## src/rtl/aurora_pkg.sv

```systemverilog
package aurora_pkg;

    // ----------------------------------------------------------------------
    // word types of the transmit and receive streams
    // ----------------------------------------------------------------------
    typedef logic [127:0] tx_data_t;               // one 128-bit transmit beat
    typedef logic [15:0]  tx_keep_t;               // byte enables, msb = upper byte
    typedef logic [63:0]  rx_data_t;               // one 64-bit receive word
    typedef logic [7:0]   rx_keep_t;

    // ADC side
    typedef logic [63:0]  head_t;                  // packet header from header FIFO
    typedef logic [10:0]  adc_cnt_t;               // ADC FIFO fill level

    // ----------------------------------------------------------------------
    // fixed constants
    // ----------------------------------------------------------------------
    localparam int ADC_PKT_WORDS = 4;              // data beats after each header

    // end-of-run marker word
    localparam tx_data_t POP_END_WORD = 128'hEEEE_0000_DDDD_0000_CCCC_0000_E0D0_5A5A;

    localparam int EDS_FIFO_DEPTH = 16;            // 128-bit entries in EDS buffer

endpackage
```

## src/rtl/tx_stream_if.sv

```systemverilog
interface tx_stream_if;
    import aurora_pkg::*;

    tx_data_t tdata;
    tx_keep_t tkeep;
    logic     tvalid;
    logic     tlast;
    logic     tready;    // only signal driven by the sink

    modport src (
        output tdata,
        output tkeep,
        output tvalid,
        output tlast,
        input  tready
    );

    modport snk (
        input  tdata,
        input  tkeep,
        input  tvalid,
        input  tlast,
        output tready
    );

endinterface

```

## src/rtl/aurora_inf_top.sv

```systemverilog
module aurora_inf_top #(
    parameter int CLR_DELAY = 15000000,
    parameter int CLR_HOLD  = 40
) (
    input  logic                 user_clk,
    input  logic                 rst_n,
    input  logic                 cfg_rst,
    // ADC and header FIFOs, show-ahead
    input  aurora_pkg::tx_data_t adc_fifo_din,
    input  logic                 adc_fifo_empty,
    input  aurora_pkg::adc_cnt_t adc_fifo_data_cnt,
    input  aurora_pkg::head_t    head_din,
    output logic                 adc_fifo_rd,
    output logic                 head_rd,
    // receive stream carrying EDS packets
    input  aurora_pkg::rx_data_t rx_tdata,
    input  aurora_pkg::rx_keep_t rx_tkeep,
    input  logic                 rx_tvalid,
    input  logic                 rx_tlast,
    // transmit stream
    output aurora_pkg::tx_data_t tx_tdata,
    output aurora_pkg::tx_keep_t tx_tkeep,
    output logic                 tx_tvalid,
    output logic                 tx_tlast,
    input  logic                 tx_tready,
    // completion events
    input  logic                 ena_cpl,
    input  logic                 adc_cpl,
    input  logic                 cfg_cpl,
    output logic                 eds_cpl,
    output logic                 pop_end_pkt,
    output logic                 eds_clr_buff
);
    import aurora_pkg::*;

    logic [3:0] cfg_rst_sr;     // four-stage delay line
    logic       cfg_rst_d4;
    logic       eds_send_en;
    logic       pop_en;
    adc_cnt_t   adc_cnt_ready;

    tx_stream_if adc_s ();
    tx_stream_if eds_s ();
    tx_stream_if pop_s ();

    // ----------------------------------------------------------------------
    // configuration reset, delayed by four cycles
    // ----------------------------------------------------------------------
    always_ff @(posedge user_clk or negedge rst_n) begin
        if (!rst_n) begin
            cfg_rst_sr <= '0;
        end else begin
            cfg_rst_sr <= {cfg_rst_sr[2:0], cfg_rst};
        end
    end

    assign cfg_rst_d4    = cfg_rst_sr[3];
    assign adc_cnt_ready = adc_fifo_empty ? '0 : adc_fifo_data_cnt;  // empty means no data

    adc_pkt_sender u_adc_pkt_sender (
        .user_clk(user_clk), .rst_n(rst_n), .cfg_rst(cfg_rst_d4),
        .adc_fifo_din(adc_fifo_din), .adc_fifo_data_cnt(adc_cnt_ready),
        .head_din(head_din), .adc_fifo_rd(adc_fifo_rd), .head_rd(head_rd),
        .m(adc_s.src)
    );

    eds_pkt_repacker u_eds_pkt_repacker (
        .user_clk(user_clk), .rst_n(rst_n), .cfg_rst(cfg_rst_d4),
        .rx_tdata(rx_tdata), .rx_tkeep(rx_tkeep), .rx_tvalid(rx_tvalid),
        .rx_tlast(rx_tlast), .eds_send_en(eds_send_en), .eds_cpl(eds_cpl),
        .m(eds_s.src)
    );

    pop_clr_gen u_pop_clr_gen (
        .user_clk(user_clk), .rst_n(rst_n), .cfg_rst(cfg_rst_d4),
        .ena_cpl(ena_cpl), .eds_cpl(eds_cpl), .adc_cpl(adc_cpl), .cfg_cpl(cfg_cpl),
        .pop_en(pop_en), .pop_end_pkt(pop_end_pkt), .m(pop_s.src)
    );

    tx_stream_mux u_tx_stream_mux (
        .user_clk(user_clk), .rst_n(rst_n), .eds_send_en(eds_send_en),
        .pop_en(pop_en), .tx_tready(tx_tready),
        .adc_s(adc_s.snk), .eds_s(eds_s.snk), .pop_s(pop_s.snk),
        .tx_tdata(tx_tdata), .tx_tkeep(tx_tkeep), .tx_tvalid(tx_tvalid),
        .tx_tlast(tx_tlast)
    );

    // buffer clear request, long after each EDS packet
    pulse_delay #(
        .DELAY(CLR_DELAY),
        .HOLD (CLR_HOLD)
    ) u_eds_clr_delay (
        .user_clk(user_clk), .rst_n(rst_n), .sig(eds_cpl), .pulse(eds_clr_buff)
    );

endmodule

```

## src/rtl/tx_stream_mux.sv

```systemverilog
module tx_stream_mux (
    input  logic                 user_clk,
    input  logic                 rst_n,
    input  logic                 eds_send_en,
    input  logic                 pop_en,
    input  logic                 tx_tready,
    tx_stream_if.snk             adc_s,
    tx_stream_if.snk             eds_s,
    tx_stream_if.snk             pop_s,
    output aurora_pkg::tx_data_t tx_tdata,
    output aurora_pkg::tx_keep_t tx_tkeep,
    output logic                 tx_tvalid,
    output logic                 tx_tlast
);

    logic adc_sel_d1;
    logic adc_sel;     // ADC owns the link while no EDS packet waits

    always_ff @(posedge user_clk or negedge rst_n) begin
        if (!rst_n) begin
            adc_sel_d1 <= 1'b0;
            adc_sel    <= 1'b0;
        end else begin
            adc_sel_d1 <= ~eds_send_en;
            adc_sel    <= adc_sel_d1;
        end
    end

    // ----------------------------------------------------------------------
    // source select, end-of-run first
    // ----------------------------------------------------------------------
    always_comb begin
        if (pop_en) begin
            tx_tdata  = pop_s.tdata;
            tx_tkeep  = pop_s.tkeep;
            tx_tvalid = pop_s.tvalid;
            tx_tlast  = pop_s.tlast;
        end else if (adc_sel) begin
            tx_tdata  = adc_s.tdata;
            tx_tkeep  = adc_s.tkeep;
            tx_tvalid = adc_s.tvalid;
            tx_tlast  = adc_s.tlast;
        end else begin
            tx_tdata  = eds_s.tdata;
            tx_tkeep  = eds_s.tkeep;
            tx_tvalid = eds_s.tvalid;
            tx_tlast  = eds_s.tlast;
        end
    end

    assign pop_s.tready = pop_en & tx_tready;
    assign adc_s.tready = ~pop_en & adc_sel & tx_tready;
    assign eds_s.tready = ~pop_en & ~adc_sel & tx_tready;   // unselected sources stall

endmodule

```

## src/rtl/pop_clr_gen.sv

```systemverilog
module pop_clr_gen (
    input  logic     user_clk,
    input  logic     rst_n,
    input  logic     cfg_rst,
    input  logic     ena_cpl,
    input  logic     eds_cpl,
    input  logic     adc_cpl,
    input  logic     cfg_cpl,
    output logic     pop_en,
    output logic     pop_end_pkt,
    tx_stream_if.src m
);
    import aurora_pkg::*;

    logic [3:0] cpl_flags;    // sticky, one per completion source
    logic [3:0] cpl_pulse;
    logic       xfer;

    assign cpl_pulse = {cfg_cpl, adc_cpl, eds_cpl, ena_cpl};
    assign xfer      = m.tvalid & m.tready;

    // ----------------------------------------------------------------------
    // completion tracking and end-of-run request
    // ----------------------------------------------------------------------
    always_ff @(posedge user_clk or negedge rst_n) begin
        if (!rst_n) begin
            cpl_flags   <= '0;
            pop_en      <= 1'b0;
            pop_end_pkt <= 1'b0;
        end else if (cfg_rst) begin
            cpl_flags   <= '0;
            pop_en      <= 1'b0;
            pop_end_pkt <= 1'b0;
        end else begin
            // sent word clears the set, a fresh pulse still counts
            cpl_flags   <= (cpl_flags & {4{~xfer}}) | cpl_pulse;
            pop_end_pkt <= xfer;
            if (xfer) begin
                pop_en <= 1'b0;
            end else begin
                pop_en <= &cpl_flags;                    // one cycle after the last flag
            end
        end
    end

    // single-beat end packet
    assign m.tvalid = pop_en;
    assign m.tdata  = POP_END_WORD;
    assign m.tkeep  = '1;
    assign m.tlast  = 1'b1;

endmodule

```

## src/rtl/eds_pkt_repacker.sv

```systemverilog
module eds_pkt_repacker (
    input  logic                 user_clk,
    input  logic                 rst_n,
    input  logic                 cfg_rst,
    input  aurora_pkg::rx_data_t rx_tdata,
    input  aurora_pkg::rx_keep_t rx_tkeep,
    input  logic                 rx_tvalid,
    input  logic                 rx_tlast,
    output logic                 eds_send_en,
    output logic                 eds_cpl,
    tx_stream_if.src             m
);
    import aurora_pkg::*;

    localparam int AW = $clog2(EDS_FIFO_DEPTH);
    localparam int PW = $clog2(EDS_FIFO_DEPTH + 1);

    tx_data_t mem_data [EDS_FIFO_DEPTH];
    tx_keep_t mem_keep [EDS_FIFO_DEPTH];
    logic     mem_last [EDS_FIFO_DEPTH];

    logic [AW:0]   wr_ptr;
    logic [AW:0]   rd_ptr;
    logic [PW-1:0] pkt_cnt;     // complete packets held in the buffer
    rx_data_t      hi_data;     // first word of a pair
    rx_keep_t      hi_keep;
    logic          hi_vld;
    tx_data_t      wr_data;
    tx_keep_t      wr_keep;
    logic          wr_last;
    logic          wr_en;
    logic          wr_ok;
    logic          rd_en;
    logic          full;

    // ----------------------------------------------------------------------
    // pairing of 64-bit words, first word on top
    // ----------------------------------------------------------------------
    always_comb begin
        wr_en   = 1'b0;
        wr_data = {hi_data, rx_tdata};
        wr_keep = {hi_keep, rx_tkeep};
        wr_last = rx_tlast;
        if (rx_tvalid) begin
            if (hi_vld) begin
                wr_en = 1'b1;
            end else if (rx_tlast) begin
                wr_en   = 1'b1;                          // odd tail, pad lower half
                wr_data = {rx_tdata, 64'h0};
                wr_keep = {rx_tkeep, 8'h00};
            end
        end
    end

    assign full  = (wr_ptr[AW] != rd_ptr[AW]) && (wr_ptr[AW-1:0] == rd_ptr[AW-1:0]);
    assign wr_ok = wr_en & ~full;                        // word dropped when full
    assign rd_en = m.tvalid & m.tready;

    always_ff @(posedge user_clk) begin
        if (rx_tvalid && !hi_vld) begin
            hi_data <= rx_tdata;
            hi_keep <= rx_tkeep;
        end
        if (wr_ok) begin
            mem_data[wr_ptr[AW-1:0]] <= wr_data;
            mem_keep[wr_ptr[AW-1:0]] <= wr_keep;
            mem_last[wr_ptr[AW-1:0]] <= wr_last;
        end
    end

    always_ff @(posedge user_clk or negedge rst_n) begin
        if (!rst_n) begin
            hi_vld  <= 1'b0;
            wr_ptr  <= '0;
            rd_ptr  <= '0;
            pkt_cnt <= '0;
            eds_cpl <= 1'b0;
        end else if (cfg_rst) begin
            hi_vld  <= 1'b0;
            wr_ptr  <= '0;
            rd_ptr  <= '0;
            pkt_cnt <= '0;
            eds_cpl <= 1'b0;
        end else begin
            if (rx_tvalid) begin
                hi_vld <= !hi_vld && !rx_tlast;
            end
            if (wr_ok) begin
                wr_ptr <= wr_ptr + 1'b1;
            end
            if (rd_en) begin
                rd_ptr <= rd_ptr + 1'b1;
            end
            case ({wr_ok && wr_last, rd_en && m.tlast})
                2'b10:   pkt_cnt <= pkt_cnt + 1'b1;
                2'b01:   pkt_cnt <= pkt_cnt - 1'b1;
                default: pkt_cnt <= pkt_cnt;
            endcase
            eds_cpl <= rd_en && m.tlast;                 // one cycle after last beat
        end
    end

    // only whole packets are offered downstream
    assign eds_send_en = (pkt_cnt != '0);
    assign m.tvalid    = eds_send_en;
    assign m.tdata     = mem_data[rd_ptr[AW-1:0]];
    assign m.tkeep     = mem_keep[rd_ptr[AW-1:0]];
    assign m.tlast     = mem_last[rd_ptr[AW-1:0]];

endmodule

```

## src/rtl/adc_pkt_sender.sv

```systemverilog
module adc_pkt_sender (
    input  logic                 user_clk,
    input  logic                 rst_n,
    input  logic                 cfg_rst,
    input  aurora_pkg::tx_data_t adc_fifo_din,
    input  aurora_pkg::adc_cnt_t adc_fifo_data_cnt,
    input  aurora_pkg::head_t    head_din,
    output logic                 adc_fifo_rd,
    output logic                 head_rd,
    tx_stream_if.src             m
);
    import aurora_pkg::*;

    localparam int BW = (ADC_PKT_WORDS > 1) ? $clog2(ADC_PKT_WORDS) : 1;

    typedef enum logic [1:0] {
        S_IDLE,
        S_HEAD,
        S_DATA
    } adc_state_t;

    adc_state_t    state;
    logic [BW-1:0] beat_cnt;    // data beat index inside the packet
    logic          xfer;
    logic          last_beat;
    logic          pkt_ready;

    assign xfer      = m.tvalid & m.tready;
    assign last_beat = (beat_cnt == BW'(ADC_PKT_WORDS - 1));
    assign pkt_ready = (adc_fifo_data_cnt >= adc_cnt_t'(ADC_PKT_WORDS)); // whole packet queued

    // ----------------------------------------------------------------------
    // packet FSM
    // ----------------------------------------------------------------------
    always_ff @(posedge user_clk or negedge rst_n) begin
        if (!rst_n) begin
            state    <= S_IDLE;
            beat_cnt <= '0;
        end else if (cfg_rst) begin
            state    <= S_IDLE;
            beat_cnt <= '0;
        end else begin
            case (state)
                S_IDLE: begin
                    beat_cnt <= '0;
                    if (pkt_ready) begin
                        state <= S_HEAD;
                    end
                end
                S_HEAD: begin
                    if (xfer) begin
                        state <= S_DATA;
                    end
                end
                S_DATA: begin
                    if (xfer) begin
                        if (last_beat) begin
                            state    <= S_IDLE;
                            beat_cnt <= '0;
                        end else begin
                            beat_cnt <= beat_cnt + 1'b1;
                        end
                    end
                end
                default: begin
                    state <= S_IDLE;
                end
            endcase
        end
    end

    // ----------------------------------------------------------------------
    // beat contents, held until transferred
    // ----------------------------------------------------------------------
    always_comb begin
        m.tvalid = (state != S_IDLE);
        m.tkeep  = '1;                                   // every beat is full width
        m.tlast  = (state == S_DATA) && last_beat;
        if (state == S_HEAD) begin
            m.tdata = {head_din, 64'h0};                 // header sits in upper half
        end else begin
            m.tdata = adc_fifo_din;                      // show-ahead FIFO output
        end
    end

    // pops happen with the transfer that consumed the word
    assign head_rd     = (state == S_HEAD) && xfer;
    assign adc_fifo_rd = (state == S_DATA) && xfer;

endmodule

```

## src/rtl/pulse_delay.sv

```systemverilog
module pulse_delay #(
    parameter int DELAY = 15000000,
    parameter int HOLD  = 40
) (
    input  logic user_clk,
    input  logic rst_n,
    input  logic sig,
    output logic pulse
);

    typedef enum logic [1:0] {
        PD_IDLE,
        PD_DELAY,
        PD_HOLD
    } pd_state_t;

    pd_state_t   state;
    logic        sig_d;
    logic        sig_rise;
    logic [31:0] cnt;        // shared by delay and hold phases

    assign sig_rise = sig & ~sig_d;

    always_ff @(posedge user_clk or negedge rst_n) begin
        if (!rst_n) begin
            state <= PD_IDLE;
            sig_d <= 1'b0;
            cnt   <= '0;
        end else begin
            sig_d <= sig;
            case (state)
                PD_IDLE: begin
                    cnt <= '0;
                    if (sig_rise) begin
                        state <= PD_DELAY;                   // later edges ignored until idle
                    end
                end
                PD_DELAY: begin
                    if (cnt == 32'(DELAY - 1)) begin
                        state <= PD_HOLD;
                        cnt   <= '0;
                    end else begin
                        cnt <= cnt + 1'b1;
                    end
                end
                PD_HOLD: begin
                    if (cnt == 32'(HOLD - 1)) begin
                        state <= PD_IDLE;
                        cnt   <= '0;
                    end else begin
                        cnt <= cnt + 1'b1;
                    end
                end
                default: begin
                    state <= PD_IDLE;
                end
            endcase
        end
    end

    assign pulse = (state == PD_HOLD);

endmodule

```

## config.mk

```make
export PLATFORM = sky130hd
export DESIGN_NAME = aurora_inf_top
export DESIGN_NICKNAME = d
export VERILOG_FILES = /design/src/rtl/aurora_pkg.sv /design/src/rtl/tx_stream_if.sv /design/src/rtl/aurora_inf_top.sv /design/src/rtl/tx_stream_mux.sv /design/src/rtl/pop_clr_gen.sv /design/src/rtl/eds_pkt_repacker.sv /design/src/rtl/adc_pkt_sender.sv /design/src/rtl/pulse_delay.sv
export SDC_FILE = /design/constraint.sdc
export NUM_CORES = 2
export LEC_CHECK = 0
export BUFFER_PORTS_ARGS = -buffer_cell sky130_fd_sc_hd__buf_4
export CORE_UTILIZATION = 45
export CTS_CLUSTER_SIZE = 12
export DETAILED_ROUTE_END_ITERATION = 16
export GPL_TIMING_DRIVEN = 1
export HOLD_SLACK_MARGIN = 0.02
export PLACE_DENSITY_LB_ADDON = 0.15
export SYNTH_ARGS = -nofsm -noshare
export SYNTH_HDL_FRONTEND = slang
export SYNTH_SLANG_ARGS = --single-unit
```

## constraint.sdc

```tcl
create_clock -name user_clk -period 30.4 [get_ports user_clk]
set_input_delay 3.04 -clock user_clk [delete_from_list [all_inputs] [get_ports user_clk]]
set_output_delay 3.04 -clock user_clk [all_outputs]
set_load 0.01 [all_outputs]
```

==> flow_summary.json <==
{
  "syn2layout_area_growth_pct": 15.11,
  "synth_top_cell_by_area": "edfxtp_1",
  "multiInputGateArea_um2": 21910,
  "tightestPinTransition_ns": 1.292,
  "hold_path_class": "reg -> reg",
  "syn_area_um2": 96540,
  "crit_type": "reg -> out",
  "syn_nets": 4616,
  "cp-end-kind": "primary output",
  "postCtsSetupRepairBufs": 0,
  "grt_pass1_wl_um": 349900,
  "gp_congestion": 0.7245,
  "drive_above_1_share": 0.3325,
  "drv_cap": 0,
  "max_slew_margin": 0.1137,
  "ys_types": 56,
  "postRouteAntennaNets": 0,
  "fp.dieArea_um2": 216400,
  "period_share": 0.3352,
  "cts_max_level": 5,
  "drt_pass1_iterations": 5,
  "vias": 46340,
  "hpwl_um": 126100,
  "clk_latency_ns": 0.92,
  "cts_hold_buf": 0,
  "postSynthAreaPerCell_um2": 22.36,
  "grt_pass1_vias": 47640,
  "synth_cells": 4318,
  "drt-total-wl_um": 246600,
  "synth_top_area_share": 0.7440,
  "synth_edf_count": 2392,
  "ys_seq_elements": 2460,
  "antenna_found_initial": 29,
  "synth_top_family_by_area": "multiplexers",
  "power_leakage_nw": 34.84,
  "portBuffers": 433,
  "route.detailed.drc": 0,
  "std_cell_rows": 169,
  "rsz0062_at_grt": "no",
  "n_fill_cell": 16650,
  "finalHoldViolCount": 0,
  "p_sw_mw": 1.543,
  "fin_crit_ns": 10.19,
  "design.core.area_um2": 212700,
  "start_kind": "register",
  "cts_sinks": 2460,
  "swShare": 0.2124,
  "synth-simple-area-share": 0.02613,
  "synth_xor_area_frac": 0.002255,
  "wl_per_cell_um": 31.35,
  "fin_skew_ns": 0.05630,
  "arrival_ns": 7.15,
  "startpoint": "u_eds_pkt_repacker.rd_ptr[0]$_DFFE_PN0P_",
  "ys.warnings.count": 0,
  "setup_tns_ns": 0,
  "clk_pin_slew_ns": 0.06,
  "drv_slew": 0,
  "grt_start_max_net_pins": 162,
  "ctsResizeCount": 0,
  "synth_compound_area_frac": 0.01669,
  "finalNetCount": 5157,
  "cts_tree": "done",
  "gr-total-overflow": 0,
  "grt_use_total": 0.2287,
  "p_int_mw": 5.720,
  "synth.area.top_cells": "edfxtp_1 (74%), mux4_2 (17%), dfrtp_1 (1.8%), mux2_2 (0.85%), nand2_1 (0.62%)",
  "status": "completed",
  "p_total_mw": 7.263,
  "regArea_um2": 73550,
  "async_reset_ff_frac": 0.02764,
  "r2r_start": "u_eds_pkt_repacker.rd_ptr[1]$_DFFE_PN0P_",
  "peakVddDrop_v": 0.00005944,
  "clock_path_buffers": 4,
  "max_freq_ghz": 0.09812,
  "dieHeight_um": 465.2,
  "ios": 436,
  "seqPwrFrac": 0.524,
  "die_w_um": 465.2,
  "critical_path_required_ns": 27.36,
  "drt-vias-per-instance": 5.889,
  "synthAdderAreaFrac": 0.001685,
  "cts_root_buffer": "clkbuf_16",
  "cellPowerDensity_nw_per_um2": 65.36,
  "synth.area.mux_share": 0.1786,
  "drtIter0Drc": 4491,
  "start_util": 0.4538,
  "ys.flop_type": "edfxtp_1",
  "hold_start": "cfg_rst_sr[2]$_DFF_PN0_",
  "critPathMaxFanout": 47,
  "pwr-share-comb": 0.061,
  "clkPwrFrac": 0.415,
  "setup_viol": 0,
  "cts_buffers": 278,
  "yosysSeqAreaShare": 0.7617
}
## power by group through the flow
stage	sequential [mW]	clock [mW]	combinational, mW
after floorplan	3.87	0	0.244
after global placement	3.87	0	0.447
after detailed placement	3.87	0	0.454
after CTS	3.80	3.07	0.455
after global routing	3.80	3.20	0.481
final	3.80	3.01	0.446
## cell usage after synthesis (all sizes together), types with 29 or more instances
master / n
nand3: 49
mux4: 725
mux2: 75
a311oi: 41
a31oi: 37
o21ai: 60
clkbuf: 153
buf: 102
dfrtp: 68
a22o: 44
edfxtp: 2392
nand2: 161
nand2b: 49
a21oi: 29
and2: 76
inv: 29
nor2: 79
## path summary, 6_finish.rpt
| path | endpoint | slack [ns] | cells past startpoint |
|---|---|---|---|
| min | cfg_rst_sr[3]$_DFF_PN0_ | 0.35 | 0 |
| max reg2reg | u_eds_pkt_repacker.mem_data[10][37]$_DFFE_PP_ | 24.21 | 9 |
| max | tx_tdata[123] | 20.21 | 9 |
| min in group asynchronous | u_eds_clr_delay.state[0]$_DFFE_PN0P_ | 2.32 | 1 |
| min reg2reg | cfg_rst_sr[3]$_DFF_PN0_ | 0.35 | 0 |
| max in group asynchronous | u_pop_clr_gen.m.tvalid$_DFF_PN0_ | 27.24 | 1 |
## worst max-delay path, stage by stage (launching register included)
cell and delay (ns):
dfrtp_4 1.06, buf_4 0.86, buf_4 0.88, buf_4 0.90
buf_4 0.78, mux4_2 0.62, mux4_2 0.62, o21ai_0 0.21
nand2b_1 0.07, buf_4 0.14
## sequential cells by signal (all words and copies together) (netlist names), 2 cells and up
signal                       count
u_eds_clr_delay.state            2
cfg_rst_sr                       4
u_eds_clr_delay.cnt             32
u_eds_pkt_repacker.pkt_cnt       5
u_eds_pkt_repacker.wr_ptr        5
u_adc_pkt_sender.state           2
u_eds_pkt_repacker.hi_keep       8
u_eds_pkt_repacker.rd_ptr        5
u_eds_pkt_repacker.mem_keep    256
u_eds_pkt_repacker.mem_data   2048
u_adc_pkt_sender.beat_cnt        2
u_eds_pkt_repacker.hi_data      64
u_eds_pkt_repacker.mem_last     16
u_pop_clr_gen.cpl_flags          4
## cells by family after synthesis
family	Yosys count
flip-flops	2460
multiplexers	806
AND/OR/NAND/NOR	498
buffers and inverters	284
AO/OA/AOI/OAI	233
XOR/XNOR	24
adder cells (fa/ha/maj)	13
## cells in the final DEF (no fill, tap or decap), drive strengths merged, types with 13 or more instances in the layout
cell type	Yosys	layout
edfxtp	2392	2392
mux4	725	725
buf	102	516
clkbuf	153	378
nand2	161	161
nor2	79	79
and2	76	76
mux2	75	75
clkinv	0	69
dfrtp	68	68
o21ai	60	60
nand3	49	49
nand2b	49	49
a22o	44	44
a311oi	41	41
a31oi	37	37
inv	29	31
a21oi	29	29
xor2	15	15
diode	0	13
ha	13	13
## final cells by class
cell class | count | share of cell area
Tap cell | 2821 | 0.03176
Timing Repair Buffer | 516 | 0.03621
Clock buffer | 378 | 0.06779
Sequential cell | 2460 | 0.6619
Clock inverter | 77 | 0.003941
Multi-Input combinational cell | 1574 | 0.1971
Antenna cell | 13 | 0.0002927
Inverter | 29 | 0.0009795
## stage by stage
stage | instances | hold WS (ns) | setup WS, ns | cell area, µm² | util
after CTS | 7855 | 0.3535 | 19.80 | 111100 | 0.5223
after global placement | 7400 | 0.3342 | 20.77 | 103100 | 0.4848
after floorplan | 4318 | 0.3312 | 11.94 | 96540 | -
final | 7868 | 0.3520 | 20.21 | 111100 | 0.5224
after global routing | 7866 | 0.3549 | 19.45 | 111100 | 0.5224
after detailed placement | 7400 | 0.3355 | 20.80 | 103100 | 0.4848
## per-layer routing
metal  vias to the layer above  routed length (µm)  global-route usage
li1                      19350                   -                   -
met1                     25040              101100              0.3141
met2                      1578              123600              0.3785
met3                       369               15130             0.03775
met4                         4                6832             0.06612
met5                         -                  26                   0
No activity file was read; power rests on OpenSTA's default activity.
